==> src/verilog/prv_pkg.sv <==
//############################################################################
// Machine-mode trap unit package.
// Holds the data width, CSR addresses, trap cause codes, CSR bit positions
// and reset values shared by the arbiters and the trap controller.
//############################################################################

`default_nettype none

package prv_pkg;

  // Data and address width of the core.
  localparam int XLEN = 32;

  // Machine-mode trap CSR addresses.
  localparam logic [11:0] CSR_MSTATUS = 12'h300;
  localparam logic [11:0] CSR_MIE     = 12'h304;
  localparam logic [11:0] CSR_MTVEC   = 12'h305;
  localparam logic [11:0] CSR_MEPC    = 12'h341;
  localparam logic [11:0] CSR_MCAUSE  = 12'h342;
  localparam logic [11:0] CSR_MTVAL   = 12'h343;
  localparam logic [11:0] CSR_MIP     = 12'h344;

  // Interrupt cause codes. Bit 31 of mcause marks them as interrupts.
  localparam logic [3:0] CAUSE_MSI = 4'd3;   // Machine software interrupt.
  localparam logic [3:0] CAUSE_MTI = 4'd7;   // Machine timer interrupt.
  localparam logic [3:0] CAUSE_MEI = 4'd11;  // Machine external interrupt.

  // Exception cause codes.
  localparam logic [3:0] CAUSE_INSN_MAL    = 4'd0;
  localparam logic [3:0] CAUSE_INSN_FAULT  = 4'd1;
  localparam logic [3:0] CAUSE_ILLEGAL     = 4'd2;
  localparam logic [3:0] CAUSE_BREAKPOINT  = 4'd3;
  localparam logic [3:0] CAUSE_LOAD_MAL    = 4'd4;
  localparam logic [3:0] CAUSE_LOAD_FAULT  = 4'd5;
  localparam logic [3:0] CAUSE_STORE_MAL   = 4'd6;
  localparam logic [3:0] CAUSE_STORE_FAULT = 4'd7;
  localparam logic [3:0] CAUSE_ECALL_M     = 4'd11;

  // Field positions inside mstatus.
  localparam int MSTATUS_MIE_BIT  = 3;   // Global machine interrupt enable.
  localparam int MSTATUS_MPIE_BIT = 7;   // Enable saved on trap entry.
  localparam int MSTATUS_MPP_LSB  = 11;  // Low bit of the 2-bit mpp field.

  // Pending bit positions inside mip. The mie register uses the same ones.
  localparam int MIP_MSIP_BIT = 3;
  localparam int MIP_MTIP_BIT = 7;
  localparam int MIP_MEIP_BIT = 11;

  // Handler address after reset, direct mode only.
  localparam logic [XLEN-1:0] MTVEC_RESET = 32'h0000_0100;

  // Machine privilege code, the only mode this unit supports.
  localparam logic [1:0] PRV_M = 2'b11;

endpackage

`default_nettype wire
==> src/verilog/prv_block.sv <==
//############################################################################
// Machine-mode trap unit top level.
// Connects the interrupt and exception arbiters to the trap controller.
//############################################################################

`default_nettype none

module prv_block (
  input  logic                       clk,
  input  logic                       rst,
  input  logic                       timer_int,
  input  logic                       soft_int,
  input  logic                       ext_int,
  input  logic                       fault_l,
  input  logic                       mal_l,
  input  logic                       fault_s,
  input  logic                       mal_s,
  input  logic                       breakpoint,
  input  logic                       env_m,
  input  logic                       illegal_insn,
  input  logic                       fault_insn,
  input  logic                       mal_insn,
  input  logic [prv_pkg::XLEN-1:0]   pc,
  input  logic [prv_pkg::XLEN-1:0]   bad_addr,
  input  logic                       ret,
  input  logic                       csr_we,
  input  logic [11:0]                csr_addr,
  input  logic [prv_pkg::XLEN-1:0]   csr_wdata,
  output logic                       trap,
  output logic [prv_pkg::XLEN-1:0]   trap_vector,
  output logic [prv_pkg::XLEN-1:0]   ret_target,
  output logic [prv_pkg::XLEN-1:0]   csr_rdata
);

  logic                     int_req;
  logic [3:0]               int_cause;
  logic [prv_pkg::XLEN-1:0] mip;
  logic                     global_ie;
  logic [prv_pkg::XLEN-1:0] mie_bits;
  logic                     ex_req;
  logic [3:0]               ex_cause;
  logic [prv_pkg::XLEN-1:0] ex_tval;
  logic [prv_pkg::XLEN-1:0] ex_epc;

  prv_int_arbiter int_arb_i (
    .clk       (clk),
    .rst       (rst),
    .timer_int (timer_int),
    .soft_int  (soft_int),
    .ext_int   (ext_int),
    .mie_bits  (mie_bits),
    .global_ie (global_ie),
    .mip       (mip),
    .int_req   (int_req),
    .int_cause (int_cause)
  );

  prv_ex_arbiter ex_arb_i (
    .fault_l      (fault_l),
    .mal_l        (mal_l),
    .fault_s      (fault_s),
    .mal_s        (mal_s),
    .breakpoint   (breakpoint),
    .env_m        (env_m),
    .illegal_insn (illegal_insn),
    .fault_insn   (fault_insn),
    .mal_insn     (mal_insn),
    .pc           (pc),
    .bad_addr     (bad_addr),
    .ex_req       (ex_req),
    .ex_cause     (ex_cause),
    .ex_tval      (ex_tval),
    .ex_epc       (ex_epc)
  );

  prv_trap_ctrl trap_ctrl_i (
    .clk         (clk),
    .rst         (rst),
    .int_req     (int_req),
    .ex_req      (ex_req),
    .ret         (ret),
    .csr_we      (csr_we),
    .int_cause   (int_cause),
    .ex_cause    (ex_cause),
    .mip         (mip),
    .ex_tval     (ex_tval),
    .ex_epc      (ex_epc),
    .pc          (pc),
    .csr_wdata   (csr_wdata),
    .csr_addr    (csr_addr),
    .global_ie   (global_ie),
    .mie_bits    (mie_bits),
    .trap        (trap),
    .trap_vector (trap_vector),
    .ret_target  (ret_target),
    .csr_rdata   (csr_rdata)
  );

endmodule

`default_nettype wire

==> src/verilog/prv_trap_ctrl.sv <==
//############################################################################
// Trap controller.
// Merges the exception and interrupt requests into the trap strobe, keeps
// mstatus, mie, mtvec, mepc, mcause and mtval, handles mret and serves the
// CSR read and write port.
//############################################################################

`default_nettype none

module prv_trap_ctrl (
  input  logic                       clk,
  input  logic                       rst,
  input  logic                       int_req,
  input  logic                       ex_req,
  input  logic                       ret,
  input  logic                       csr_we,
  input  logic [3:0]                 int_cause,
  input  logic [3:0]                 ex_cause,
  input  logic [prv_pkg::XLEN-1:0]   mip,
  input  logic [prv_pkg::XLEN-1:0]   ex_tval,
  input  logic [prv_pkg::XLEN-1:0]   ex_epc,
  input  logic [prv_pkg::XLEN-1:0]   pc,
  input  logic [prv_pkg::XLEN-1:0]   csr_wdata,
  input  logic [11:0]                csr_addr,
  output logic                       global_ie,
  output logic [prv_pkg::XLEN-1:0]   mie_bits,
  output logic                       trap,
  output logic [prv_pkg::XLEN-1:0]   trap_vector,
  output logic [prv_pkg::XLEN-1:0]   ret_target,
  output logic [prv_pkg::XLEN-1:0]   csr_rdata
);

  logic                     mstatus_mie;
  logic                     mstatus_mpie;
  logic                     mie_msie;
  logic                     mie_mtie;
  logic                     mie_meie;
  logic [prv_pkg::XLEN-1:0] mtvec;
  logic [prv_pkg::XLEN-1:0] mepc;
  logic [prv_pkg::XLEN-1:0] mcause;
  logic [prv_pkg::XLEN-1:0] mtval;
  logic [prv_pkg::XLEN-1:0] mstatus_rd;
  logic [3:0]               trap_cause;
  logic [prv_pkg::XLEN-1:0] trap_epc;

  // The interrupt arbiter already applied global_ie, so int_req is final.
  assign trap       = ex_req | int_req;
  assign trap_cause = ex_req ? ex_cause : int_cause;  // Exceptions win.
  assign trap_epc   = ex_req ? ex_epc : pc;

  assign global_ie   = mstatus_mie;
  assign trap_vector = mtvec;
  assign ret_target  = mepc;

  always_comb begin
    mie_bits                        = '0;
    mie_bits[prv_pkg::MIP_MSIP_BIT] = mie_msie;
    mie_bits[prv_pkg::MIP_MTIP_BIT] = mie_mtie;
    mie_bits[prv_pkg::MIP_MEIP_BIT] = mie_meie;
  end

  always_ff @(posedge clk) begin
    if (rst) begin
      mstatus_mie  <= 1'b0;
      mstatus_mpie <= 1'b0;
      mie_msie     <= 1'b0;
      mie_mtie     <= 1'b0;
      mie_meie     <= 1'b0;
      mtvec        <= prv_pkg::MTVEC_RESET;
      mepc         <= '0;
      mcause       <= '0;
      mtval        <= '0;
    end else if (trap) begin
      // Trap entry drops any mret or CSR write in the same cycle.
      mcause       <= {~ex_req, {(prv_pkg::XLEN-5){1'b0}}, trap_cause};
      mepc         <= {trap_epc[prv_pkg::XLEN-1:2], 2'b00};
      mtval        <= ex_req ? ex_tval : '0;
      mstatus_mpie <= mstatus_mie;
      mstatus_mie  <= 1'b0;
    end else begin
      if (ret) begin
        mstatus_mie  <= mstatus_mpie;
        mstatus_mpie <= 1'b1;
      end
      if (csr_we) begin
        case (csr_addr)
          prv_pkg::CSR_MSTATUS: begin
            if (!ret) begin  // mret owns mstatus when both arrive.
              mstatus_mie  <= csr_wdata[prv_pkg::MSTATUS_MIE_BIT];
              mstatus_mpie <= csr_wdata[prv_pkg::MSTATUS_MPIE_BIT];
            end
          end
          prv_pkg::CSR_MIE: begin
            mie_msie <= csr_wdata[prv_pkg::MIP_MSIP_BIT];
            mie_mtie <= csr_wdata[prv_pkg::MIP_MTIP_BIT];
            mie_meie <= csr_wdata[prv_pkg::MIP_MEIP_BIT];
          end
          prv_pkg::CSR_MTVEC:  mtvec  <= {csr_wdata[prv_pkg::XLEN-1:2], 2'b00};
          prv_pkg::CSR_MEPC:   mepc   <= {csr_wdata[prv_pkg::XLEN-1:2], 2'b00};
          prv_pkg::CSR_MCAUSE: mcause <= csr_wdata;
          prv_pkg::CSR_MTVAL:  mtval  <= csr_wdata;
          default: ;  // mip and unknown addresses ignore writes.
        endcase
      end
    end
  end

  always_comb begin
    mstatus_rd                                          = '0;
    mstatus_rd[prv_pkg::MSTATUS_MIE_BIT]                = mstatus_mie;
    mstatus_rd[prv_pkg::MSTATUS_MPIE_BIT]               = mstatus_mpie;
    mstatus_rd[prv_pkg::MSTATUS_MPP_LSB +: 2]           = prv_pkg::PRV_M;
  end

  // Read data is combinational and shows the values before this edge.
  always_comb begin
    case (csr_addr)
      prv_pkg::CSR_MSTATUS: csr_rdata = mstatus_rd;
      prv_pkg::CSR_MIE:     csr_rdata = mie_bits;
      prv_pkg::CSR_MTVEC:   csr_rdata = mtvec;
      prv_pkg::CSR_MEPC:    csr_rdata = mepc;
      prv_pkg::CSR_MCAUSE:  csr_rdata = mcause;
      prv_pkg::CSR_MTVAL:   csr_rdata = mtval;
      prv_pkg::CSR_MIP:     csr_rdata = mip;
      default:              csr_rdata = '0;
    endcase
  end

endmodule

`default_nettype wire

==> src/verilog/prv_ex_arbiter.sv <==
//############################################################################
// Exception arbiter.
// Picks the winning exception strobe by fixed priority and supplies its
// cause code, trap value and the return address for mepc.
//############################################################################

`default_nettype none

module prv_ex_arbiter (
  input  logic                       fault_l,
  input  logic                       mal_l,
  input  logic                       fault_s,
  input  logic                       mal_s,
  input  logic                       breakpoint,
  input  logic                       env_m,
  input  logic                       illegal_insn,
  input  logic                       fault_insn,
  input  logic                       mal_insn,
  input  logic [prv_pkg::XLEN-1:0]   pc,
  input  logic [prv_pkg::XLEN-1:0]   bad_addr,
  output logic                       ex_req,
  output logic [3:0]                 ex_cause,
  output logic [prv_pkg::XLEN-1:0]   ex_tval,
  output logic [prv_pkg::XLEN-1:0]   ex_epc
);

  logic epc_p4;  // Return past the instruction instead of retrying it.

  always_comb begin
    ex_req   = 1'b1;
    ex_cause = prv_pkg::CAUSE_INSN_MAL;
    ex_tval  = pc;
    epc_p4   = 1'b0;
    if (fault_l) begin
      ex_cause = prv_pkg::CAUSE_LOAD_FAULT;
      ex_tval  = bad_addr;
    end else if (mal_l) begin
      ex_cause = prv_pkg::CAUSE_LOAD_MAL;
      ex_tval  = bad_addr;
    end else if (fault_s) begin
      ex_cause = prv_pkg::CAUSE_STORE_FAULT;
      ex_tval  = bad_addr;
    end else if (mal_s) begin
      ex_cause = prv_pkg::CAUSE_STORE_MAL;
      ex_tval  = bad_addr;
    end else if (breakpoint) begin
      ex_cause = prv_pkg::CAUSE_BREAKPOINT;
      epc_p4   = 1'b1;  // ebreak resumes at the next instruction.
    end else if (env_m) begin
      ex_cause = prv_pkg::CAUSE_ECALL_M;
      ex_tval  = '0;
      epc_p4   = 1'b1;  // So does ecall.
    end else if (illegal_insn) begin
      ex_cause = prv_pkg::CAUSE_ILLEGAL;
      ex_tval  = '0;
    end else if (fault_insn) begin
      ex_cause = prv_pkg::CAUSE_INSN_FAULT;
    end else if (mal_insn) begin
      ex_cause = prv_pkg::CAUSE_INSN_MAL;
    end else begin
      ex_req  = 1'b0;
      ex_tval = '0;
    end
  end

  assign ex_epc = epc_p4 ? pc + {{(prv_pkg::XLEN-3){1'b0}}, 3'd4} : pc;

endmodule

`default_nettype wire

==> src/verilog/prv_int_arbiter.sv <==
//############################################################################
// Interrupt arbiter.
// Registers the timer, software and external interrupt lines into mip and
// picks the highest-priority pending interrupt that is enabled.
//############################################################################

`default_nettype none

module prv_int_arbiter (
  input  logic                       clk,
  input  logic                       rst,
  input  logic                       timer_int,
  input  logic                       soft_int,
  input  logic                       ext_int,
  input  logic [prv_pkg::XLEN-1:0]   mie_bits,
  input  logic                       global_ie,
  output logic [prv_pkg::XLEN-1:0]   mip,
  output logic                       int_req,
  output logic [3:0]                 int_cause
);

  logic [prv_pkg::XLEN-1:0] pending;

  // mip follows the lines with one cycle of delay and is never written by
  // software, so every bit other than the three pending flags stays zero.
  always_ff @(posedge clk) begin
    if (rst) begin
      mip <= '0;
    end else begin
      mip                        <= '0;
      mip[prv_pkg::MIP_MTIP_BIT] <= timer_int;  // Timer pending.
      mip[prv_pkg::MIP_MSIP_BIT] <= soft_int;   // Software pending.
      mip[prv_pkg::MIP_MEIP_BIT] <= ext_int;    // External pending.
    end
  end

  assign pending = mip & mie_bits;  // Individually enabled pending bits.

  // Fixed order is timer, then software, then external.
  always_comb begin
    int_req   = 1'b0;
    int_cause = prv_pkg::CAUSE_MTI;
    if (global_ie) begin
      if (pending[prv_pkg::MIP_MTIP_BIT]) begin
        int_req   = 1'b1;
        int_cause = prv_pkg::CAUSE_MTI;
      end else if (pending[prv_pkg::MIP_MSIP_BIT]) begin
        int_req   = 1'b1;
        int_cause = prv_pkg::CAUSE_MSI;
      end else if (pending[prv_pkg::MIP_MEIP_BIT]) begin
        int_req   = 1'b1;
        int_cause = prv_pkg::CAUSE_MEI;
      end
    end
  end

endmodule

`default_nettype wire

==> config.mk <==
export PLATFORM = sky130hd
export DESIGN_NAME = prv_block
export DESIGN_NICKNAME = d
export VERILOG_FILES = /design/src/verilog/prv_pkg.sv /design/src/verilog/prv_block.sv /design/src/verilog/prv_trap_ctrl.sv /design/src/verilog/prv_ex_arbiter.sv /design/src/verilog/prv_int_arbiter.sv
export SDC_FILE = /design/constraint.sdc
export NUM_CORES = 1
export LEC_CHECK = 0
export BUFFER_PORTS_ARGS = -buffer_cell sky130_fd_sc_hd__buf_2
export CORE_MARGIN = 2
export CORE_UTILIZATION = 40
export CTS_CLUSTER_DIAMETER = 150
export CTS_CLUSTER_SIZE = 12
export DETAILED_ROUTE_END_ITERATION = 7
export HOLD_SLACK_MARGIN = 0.06
export SLEW_MARGIN = 5
export SYNTH_ARGS = -nofsm -noshare
export SYNTH_HDL_FRONTEND = slang
export SYNTH_SLANG_ARGS = --single-unit
==> constraint.sdc <==
create_clock -name clk -period 3.45 [get_ports clk]
set_input_delay 0.345 -clock clk [delete_from_list [all_inputs] [get_ports clk]]
set_output_delay 0.345 -clock clk [all_outputs]
set_load 0.02 [all_outputs]
After elaboration in Yosys (flattened, before gate mapping)
Index checks and enable logic that the tools add are counted.
Word-level totals
  register bits after elaboration: 132
  input port bits: 124
  output and inout port bits: 97
  logic and storage cells: 97
Operators by class
  $add $sub $neg: 1
  equality and inequality tests: 7
  muxes and demuxes: 63
  bitwise operators: 4
  reductions and logical operators: 11
Operators with widths (number)
  $mux W32: 21
  $pmux W32 S7: 1
  $eq A12 B10 Y1 const B: 7
  $mux W4: 12
  $add A32 B3 Y32 const B: 1
  $mux W1: 29
  $and A12 B12 Y12: 1
  $reduce_and A2 Y1: 4
  $reduce_bool A2 Y1: 4
  $reduce_and A3 Y1: 2
  $not A1 Y1: 2
  $reduce_or A2 Y1: 1
  $or A1 B1 Y1: 1

Depth between registers and ports, before layout
Gate-level depths: netlist of run 1.
  depth in word-level cells: 12
  mapped depth: 8
  mapped depth without buffers: 6

Hierarchy
A second synthesis of run 1 with hierarchy kept.
Unflattened totals
  cells, all modules: 1147
  area, all modules: 9067.4 um^2
By module, submodules not included
  prv_trap_ctrl: instances 1, cells an instance 950, area each 7616.1 um^2, seq. area each 2582.5 um^2
  prv_ex_arbiter: instances 1, cells an instance 151, area each 1088.5 um^2, seq. area each 0.0 um^2
  prv_int_arbiter: instances 1, cells an instance 46, area each 362.8 um^2, seq. area each 60.1 um^2

Worst setup path after synthesis of run 1
OpenSTA, ideal clock, no wires.
  path type: in2out
  start: input port csr_addr[7]
  end: output port csr_rdata[3] (netlist name)
  data arrival time: 1991 ps
  data required time: 3105 ps
  slack: 1114 ps
  stages: 5
  path buffers: 1
  path through: or4_4 nor3b_2 clkbuf_1 a22oi_1 o211ai_1
Between the ends
  word-level cells in the longest chain between the ends: 2
  elaborated cells on any way between the ends: 8
  classes of those cells: eq/ne: 7; mux: 1
Ends and longest elaborated chain
  start: declaration: RTL line prv_block.sv:27  | input logic [11:0] csr_addr,
  $eq A12 B10 Y1: RTL line prv_trap_ctrl.sv:117  | case (csr_addr)
  $pmux W32 S7 *: RTL line prv_trap_ctrl.sv:117
  end: declaration: RTL line prv_block.sv:32  | output logic [prv_pkg::XLEN-1:0] csr_rdata
Every way passes the cells marked *; elsewhere a longest branch is shown, timed or not.

Worst setup path after layout of run 1
  start: input port csr_addr[11]
  end: output port csr_rdata[29] (netlist name)
Same word-level chain as after synthesis.

==> results.json, run 1 <==
{
  "outcome": "finished, final reports clean",
  "yosysSeqAreaShare": 0.3657,
  "p_leak_nw": 3.973,
  "finClkSkew_ps": 5.013,
  "clk_latency_ps": 430,
  "die-area_um2": 19160,
  "area_growth_pct": 27.41,
  "setup_viol": 0,
  "ys_types": 61,
  "clk_path_buf_depth": 2,
  "nets": 1239,
  "synth_top_flop_cell": "dfxtp_1",
  "globalplace.congestion": 0.8555,
  "critPathSlowestCell": "nor4bb_1",
  "worstPathCellList": "buf_2, nor4bb_1, buf_4, nand4_2, nor2_2, buf_4, a221o_1, buf_2",
  "core-area_um2": 17840,
  "switching_share": 0.2489,
  "cts.repair.resized": 0,
  "num_io_pins": 221,
  "ys_warn_count": 0,
  "dr.pass1.iters": 5,
  "post-route-util": 0.5160,
  "overflow": 0,
  "p_int_mw": 2.996,
  "max_freq_ghz": 0.3687,
  "cts_tree": "yes",
  "yosys.cell_count.top_type": "nand2_1",
  "cp.arrival_ps": 2370,
  "grt_use_total": 0.2877,
  "finalSetupTns_ps": 0,
  "seqCellArea_um2": 2643,
  "synth_top_cell_area_share": 0.3657,
  "clk_pin_slew_ps": 60,
  "drv_slew": 0,
  "multiInputGateArea_um2": 4212,
  "syn_area_um2": 7226,
  "grt_pass1_vias": 7484,
  "required_ps": 3110,
  "postCtsSetupBuffers": 0,
  "die_y_um": 138.4,
  "tightest_slew_ps": 778.1,
  "avgSynthCellArea_um2": 7.795,
  "yosys.area.top_type": "dfxtp_1",
  "num_vias": 7955,
  "start_util": 0.4050,
  "cp-start-kind": "input pin",
  "clockRootBuffer": "clkbuf_16",
  "async_flop_share": 0,
  "power_frac_clock": 0.509,
  "via_per_inst": 5.867,
  "synth_common_cells": "161 x nand2_1, 132 x dfxtp_1, 89 x nor2_1",
  "antenna_cells": 0,
  "synth_cells": 927,
  "rsz0062_at_grt": "no",
  "pwr-share-seq": 0.403,
  "setup.worst_path.class": "input pin to output pin",
  "cts_buffers": 17,
  "dpl.hpwl_um": 19080,
  "portBuffers": 216,
  "grt_pass1_wl_um": 43370,
  "min_period_over_period": 0.7861,
  "h-tree-depth": 4,
  "power_switching_uw": 992.7,
  "wl_per_cell_um": 20.99,
  "maxCapViolCount": 0,
  "drc": 0,
  "slew_headroom": 0.4813,
  "critPathCaptureType": "output pin",
  "drt-total-wl_um": 28470,
  "hold_viol_final": 0,
  "combPwrFrac": 0.088,
  "hold_path.class": "input pin to register",
  "postRouteAntennaNets": 0,
  "drt_iter0_markers": 689,
  "antenna_found_initial": 0,
  "placementRows": 49,
  "synth-seq-cells": 132,
  "ir_drop_uv": 409.2,
  "synth_area_leaders": "dfxtp_1 37%, nand2_1 8.4%, a21oi_1 5.5%",
  "slowest_delay_ps": 580,
  "clock-sinks": 132,
  "path_max_fanout": 13,
  "synth_edf_count": 0,
  "cts_hold_buf": 0,
  "power_density_nw_per_um2": 433.2,
  "fin_crit_ps": 2712,
  "die_w_um": 138.4,
  "drive_above_1_share": 0.2618,
  "grt_max_degree": 60,
  "fillers": 1763
}
metrics by stage:
stage / instance area (um^2) / setup slack (ps) / hold WS (ps) / total power, mW / std cells
floorplan: 7237 / 1114 / 431.2 / 1.796 / 930
global placement: 8552 / 791.5 / 437.6 / 1.983 / 1324
detailed placement: 8552 / 811.4 / 444.7 / 1.985 / 1324
CTS: 9206 / 785.6 / 122.6 / 4.004 / 1356
global route: 9206 / 663.3 / 139.0 / 4.102 / 1356
finish: 9206 / 738.0 / 135.9 / 3.989 / 1356
state kept, by name, summed over array words and instances, names as in the netlist, 3 cells and up:
| name | cells |
|---|---|
| int_arb_i.mip | 3 |
| trap_ctrl_i.mtval | 32 |
| trap_ctrl_i.trap_vector | 30 |
| trap_ctrl_i.ret_target | 30 |
| trap_ctrl_i.mcause | 32 |
worst max-delay path, delay by kind of cell:
kind,cells,cell delay [ps]
AND/OR/NAND/NOR,3,1010
buffers and inverters,4,790
AO/OA/AOI/OAI,1,200
final timing paths:
check | endpoint | start | slack [ps] | cells past startpoint
worst max-delay path | csr_rdata[29] | csr_addr[11] | 740 | 8
worst min-delay path | int_arb_i.mip[3] | soft_int | 140 | 2
worst max register to register | trap_ctrl_i.mcause[30] | int_arb_i.mip[11] | 1130 | 5
worst min register to register | trap_ctrl_i.mcause[12] | trap_ctrl_i.mcause[12] | 450 | 2
layout make-up:
class,instances,share of cell area
multi-input cells,704,0.4575
flip-flops and latches,132,0.2870
repair buffers,247,0.1484
clock buffers,17,0.04621
well taps,229,0.03112
clock inverters,15,0.02487
inverters,12,0.004893
routing by layer:
metal	track usage	up-vias	wire, um
met5	0	-	0
met4	0.09774	0	699
met3	0.05888	48	2312
met2	0.4528	372	12920
met1	0.3946	3800	12530
li1	-	3735	-
cell families after synthesis:
family | count (synthesis) | share of synthesized area
DFF | 132 | 0.3657
muxes | 45 | 0.06320
AOI/OAI and AO/OA | 250 | 0.2381
adders and majority gates | 1 | 0.001731
and+or+nand+nor | 378 | 0.2426
other | 1 | 0.0005190
xor gates and xnor gates | 26 | 0.03152
buffers and inverters | 94 | 0.05662
power by group through the flow:
stage	logic (mW)	clock network, mW	registers [mW]
final	0.352	2.03	1.61
after global routing	0.380	2.11	1.61
after CTS	0.349	2.05	1.61
after detailed placement	0.346	0	1.64
after global placement	0.344	0	1.64
after floorplan	0.144	0	1.65
cells in the final DEF, fill, tap and decap left out, types with 5 or more instances in the layout:
cell type  instances
buf_2            215
nand2_1          161
dfxtp_1          132
nor2_1            89
a21oi_1           80
nand3_1           44
mux2i_1           40
a311oi_1          34
o21ai_0           32
a22oi_1           29
buf_4             28
a221o_1           26
nand4_1           21
clkbuf_16         17
xnor2_1           15
a21o_1            15
a211oi_1          13
inv_1             12
nor3_1            12
xor2_1            11
and4_1             9
and2_1             7
and3_1             6
nor4_1             6
mux2_2             5
bufinv_16          5
No activity file was read; power rests on OpenSTA's default activity.
==> run 2: changes to the inputs <==
- ABC_AREA: default -> 1
- clock period: 3.45 -> 2.7 ns (I/O delays scaled with it)
==> run 2 against run 1 <==
Against the previous run:
- sequential power up 27%
- clock skew is 3.8 ps higher
- cell count rose by 23%
- clock power up 38%
- flip-flop and latch count unchanged
- global-route usage grew 0.48 points
==> results.json, run 2 <==
{
  "outcome": "finished, final reports clean",
  "synth-seq-cells": 132,
  "clockRootBuffer": "clkbuf_16",
  "reg2reg_to": "trap_ctrl_i.mtval[0]",
  "finClkSkew_ps": 8.821,
  "drt-total-wl_um": 29770,
  "antenna_cells": 0,
  "power_density_nw_per_um2": 556.5,
  "area_growth_pct": 25.52,
  "min_period_over_period": 0.8778,
  "nets": 1540,
  "dr.pass1.iters": 7,
  "wl_per_cell_um": 17.91,
  "drt_iter0_markers": 846,
  "synth_area_leaders": "dfxtp_1 35%, nand2_1 16%, nand3_1 9.2%",
  "combPwrFrac": 0.091,
  "postRouteAntennaNets": 0,
  "setup.worst_path.class": "input pin to output pin",
  "seqCellArea_um2": 2643,
  "dp.cells": 1627,
  "yosysSeqAreaShare": 0.3450,
  "grt_max_degree": 40,
  "async_flop_share": 0,
  "holdWs_ps": 82.26,
  "placed_cell_area_um2": 8879,
  "placementRows": 50,
  "slew_headroom": 0.6112,
  "drive_above_1_share": 0.2164,
  "holdPathStages": 3,
  "fin_crit_ps": 2370,
  "setup_viol": 0,
  "portBuffers": 216,
  "hold_path_startpoint": "csr_wdata[21]",
  "num_vias": 8988,
  "ys_types": 39,
  "synth_cells": 1222,
  "overflow": 0,
  "finalPower_mw": 5.350,
  "avgSynthCellArea_um2": 6.267,
  "p_int_mw": 4.055,
  "synth_common_cells": "332 x nand2_1, 174 x nor2_1, 141 x nand3_1",
  "h-tree-depth": 4,
  "mostFrequentLayoutCells": "332 x nand2_1, 216 x buf_2, 173 x nor2_1",
  "cts_buffers": 17,
  "largestRegisters": "trap_ctrl_i.mcause x32, trap_ctrl_i.mtval x32",
  "hold_path.class": "input pin to register",
  "multiInputGateArea_um2": 4323,
  "final_common_cell": "nand2_1",
  "r2r-start": "trap_ctrl_i.global_ie",
  "reg2reg_depth": 7,
  "synth_top_flop_cell": "dfxtp_1",
  "ys_warn_count": 0,
  "setup_slack_ps": 330.0,
  "critPathCaptureType": "output pin",
  "path_max_fanout": 21,
  "p_leak_nw": 4.621,
  "yosys.cell_count.top_type": "nand2_1",
  "hold_viol_final": 0,
  "fillers": 1993,
  "start_util": 0.4081,
  "finalSetupTns_ps": 0,
  "die_w_um": 142.4,
  "drc": 0,
  "clk_pin_slew_ps": 60,
  "place_ws_ps": 333.7,
  "globalplace.congestion": 0.8946,
  "switching_share": 0.2421,
  "power_frac_clock": 0.526,
  "cp.arrival_ps": 2100,
  "pwr-share-seq": 0.383,
  "rsz0062_at_grt": "no",
  "die-area_um2": 20270,
  "synth_top_cell_area_share": 0.3450,
  "grt_pass1_vias": 8119,
  "cts.repair.resized": 0,
  "grt_pass1_wl_um": 45480,
  "drv_slew": 0,
  "maxCapViolCount": 0,
  "power_switching_mw": 1.295,
  "ir_drop_uv": 406.7,
  "num_io_pins": 221,
  "clk_latency_ps": 430,
  "clock-sinks": 132,
  "max_freq_ghz": 0.4219,
  "clk_path_buf_depth": 2,
  "die_y_um": 142.4,
  "fin_cells": 1662,
  "post-route-util": 0.5122,
  "design_area_um2": 9613,
  "synth_edf_count": 0,
  "core-area_um2": 18770,
  "holdPathEnd": "trap_ctrl_i.trap_vector[21]",
  "regToRegSetupSlack_ps": 440,
  "via_per_inst": 5.408,
  "antenna_found_initial": 0,
  "cp-start-kind": "input pin",
  "dpl.hpwl_um": 21280,
  "tightest_slew_ps": 582.6,
  "cts_tree": "yes",
  "syn_area_um2": 7659,
  "grt_use_total": 0.2925,
  "required_ps": 2430,
  "yosys.area.top_type": "dfxtp_1"
}
-- run 2: routing by layer --
layer | GRT usage | part of all wire | routed length, um | vias up
met5 | 0 | 0 | 0 | -
met4 | 0.09640 | 0.017 | 510 | 0
met3 | 0.04913 | 0.086 | 2545 | 37
met2 | 0.4317 | 0.43 | 12730 | 412
met1 | 0.4310 | 0.47 | 13980 | 4133
li1 | - | - | - | 4406
-- run 2: cells by family (layout without fill, tap and decap cells) --
| group | Yosys count | in the layout | share of synthesized area |
|---|---|---|---|
| buffers and inverters | 157 | 360 | 0.09361 |
| DFF | 132 | 132 | 0.3450 |
| AOI/OAI and AO/OA | 201 | 201 | 0.1398 |
| and+or+nand+nor | 726 | 726 | 0.4148 |
| xor gates and xnor gates | 4 | 4 | 0.004575 |
| other | 1 | 4 | 0.0004896 |
| adders and majority gates | 1 | 1 | 0.001633 |
-- run 2: final cells by class --
class / count / share of cell area
multi-input combinational: 936 / 0.4497
sequential: 132 / 0.2749
timing repair buffer: 242 / 0.1374
clock buffer: 19 / 0.04712
inverter: 86 / 0.03423
tap: 234 / 0.03046
clock inverter: 13 / 0.02616
-- run 2: how the worst max path moves through the flow --
stage,start,end,slack [ps],cells after the start
6_report,csr_addr[5],csr_rdata[19],330,10
4_1_cts,csr_addr[5],csr_rdata[19],340,10
3_5_place_dp,csr_addr[5],csr_rdata[19],330,10
5_1_grt,csr_addr[5],csr_rdata[19],220,10
2_1_floorplan,csr_addr[5],csr_rdata[7],1000,8
3_3_place_gp,csr_addr[5],csr_rdata[19],340,10
-- run 2: critical path, cell delays in order --
cell and delay, ps:
buf_2 100, nor2_2 120, nand3_2 110, nor2_4 200, nand3_1 170, inv_1 480, buf_12 250, nand2_1 70
nand4_1 140, buf_2 190
-- run 2: power by group through the flow --
stage                     registers, mW  logic [mW]  clock network [mW]
after CTS                          2.05       0.483                2.83
after floorplan                    2.11       0.214                   0
final                              2.05       0.487                2.81
after detailed placement           2.09       0.477                   0
after global routing               2.05       0.535                2.92
after global placement             2.09       0.475                   0
-- run 2: timing repair --
action,in CTS,in global routing
hold endpoints to repair,3,0
buffers inserted,0,0
hold buffers,3,0
==> run 3: changes to the inputs <==
- BUFFER_PORTS_ARGS: -buffer_cell sky130_fd_sc_hd__buf_2 -> -buffer_cell sky130_fd_sc_hd__clkbuf_2
- CAP_MARGIN: default -> 25
==> run 3 against run 2 <==
Against the previous run:
- via count down 1.4%
- worst setup slack improved by 110 ps
- largest cell class unchanged
- routed wire length about the same
- critical path type unchanged
==> results.json, run 3 (synthesized netlist as in run 2, its figures left out) <==
{
  "dr.pass1.iters": 5,
  "placed_cell_area_um2": 8871,
  "cts_tree": "yes",
  "hold_path.class": "input pin to register",
  "reg2reg_to": "trap_ctrl_i.mtval[3]",
  "finalSetupTns_ps": 0,
  "critPathCaptureType": "output pin",
  "min_period_over_period": 0.8362,
  "overflow": 0,
  "hold_viol_final": 0,
  "cts_buffers": 17,
  "grt_use_total": 0.2927,
  "holdPathEnd": "trap_ctrl_i.trap_vector[8]",
  "cp.arrival_ps": 1990,
  "finClkSkew_ps": 9.660,
  "cp-start-kind": "input pin",
  "cts_hold_buf": 3,
  "max_freq_ghz": 0.4429,
  "die_w_um": 142.4,
  "num_io_pins": 221,
  "mostFrequentLayoutCells": "332 x nand2_1, 216 x clkbuf_2, 173 x nor2_1",
  "drt_iter0_markers": 794,
  "design_area_um2": 9485,
  "final_common_cell": "nand2_1",
  "core-area_um2": 18770,
  "grt_pass1_vias": 8169,
  "hold_path_startpoint": "csr_wdata[8]",
  "holdWs_ps": 91.47,
  "die-area_um2": 20270,
  "combPwrFrac": 0.101,
  "drv_slew": 0,
  "regToRegSetupSlack_ps": 520,
  "antenna_cells": 0,
  "reg2reg_depth": 7,
  "drc": 0,
  "holdPathStages": 3,
  "maxCapViolCount": 0,
  "cts.repair.resized": 0,
  "portBuffers": 216,
  "fin_crit_ps": 2258,
  "clockRootBuffer": "clkbuf_16",
  "dpl.hpwl_um": 21700,
  "clk_pin_slew_ps": 60,
  "power_switching_mw": 1.328,
  "rsz0062_at_grt": "no",
  "slew_headroom": 0.5888,
  "clock-sinks": 132,
  "setup.worst_path.class": "input pin to output pin",
  "switching_share": 0.2724,
  "p_int_mw": 3.546,
  "via_per_inst": 5.334,
  "largestRegisters": "trap_ctrl_i.mcause x32, trap_ctrl_i.mtval x32",
  "power_frac_clock": 0.479,
  "die_y_um": 142.4,
  "clk_path_buf_depth": 2,
  "num_vias": 8859,
  "clk_latency_ps": 430,
  "wl_per_cell_um": 17.94,
  "power_density_nw_per_um2": 513.9,
  "fin_cells": 1661,
  "postRouteAntennaNets": 0,
  "ir_drop_uv": 422.3,
  "drt-total-wl_um": 29790,
  "grt_pass1_wl_um": 45930,
  "placementRows": 50,
  "nets": 1539,
  "outcome": "finished, final reports clean",
  "h-tree-depth": 4,
  "drive_above_1_share": 0.2158,
  "grt_max_degree": 57,
  "setup_viol": 0,
  "dp.cells": 1626,
  "antenna_found_initial": 0,
  "r2r-start": "trap_ctrl_i.global_ie",
  "path_max_fanout": 21,
  "area_growth_pct": 23.85,
  "required_ps": 2430,
  "postCtsSetupBuffers": 0,
  "globalplace.congestion": 0.9279,
  "p_leak_nw": 4.523,
  "pwr-share-seq": 0.421,
  "start_util": 0.4081,
  "tightest_slew_ps": 615.8
}
## run 3: changes by cell type in the layout (fill, tap and decap cells not counted), moves of 2 or more
cell,delta
clkbuf_8,-2
buf_2,-216
clkbuf_2,+216
bufinv_16,-5
clkinv_4,+5
## run 3: power by group through the flow
stage / registers, mW / clock network [mW] / logic [mW]
floorplan: 2.11 / 0 / 0.214
CTS: 2.05 / 2.34 / 0.488
global route: 2.05 / 2.43 / 0.538
finish: 2.05 / 2.33 / 0.492
detailed placement: 2.09 / 0 / 0.482
global placement: 2.09 / 0 / 0.483
## run 3: how the worst max path moves through the flow
stage / slack, ps / end / from
6_report: 440 / csr_rdata[19] / csr_addr[5]
5_1_grt: 290 / csr_rdata[19] / csr_addr[5]
4_1_cts: 430 / csr_rdata[19] / csr_addr[5]
3_5_place_dp: 430 / csr_rdata[19] / csr_addr[5]
3_3_place_gp: 470 / csr_rdata[19] / csr_addr[5]
2_1_floorplan: 1000 / csr_rdata[7] / csr_addr[5]
## run 3: routing by layer
| layer | wire length, um | GRT usage |
|---|---|---|
| met1 | 14600 | 0.4380 |
| met2 | 12730 | 0.4350 |
| met3 | 2094 | 0.04980 |
| met4 | 367 | 0.07348 |
| met5 | 0 | 0 |
## run 3: critical path, stage by stage
cell	delay, ps
clkbuf_2	90
nor2_2	120
nand3_2	100
nor2_4	200
nand3_1	160
inv_1	440
buf_12	230
nand2_1	60
nand4_1	110
clkbuf_2	190
## run 3: layout make-up
cell class	instances	area, um^2
Clock buffer	17	425.4
Clock inverter	15	158.9
Fill cell	1985	9283
Inverter	86	329.1
Multi-Input combinational cell	936	4323
Sequential cell	132	2643
Tap cell	234	292.8
Timing Repair Buffer	241	1314
## run 3: metrics by stage
| step | total power [mW] | worst slack [ps] | utilization |
|---|---|---|---|
| after floorplan | 2.321 | 999.2 | - |
| after global routing | 5.018 | 294.3 | 0.5054 |
| final | 4.874 | 442.4 | 0.5054 |
| after global placement | 2.574 | 467.3 | 0.4727 |
| after detailed placement | 2.574 | 431.9 | 0.4727 |
| after CTS | 4.879 | 427.6 | 0.5054 |
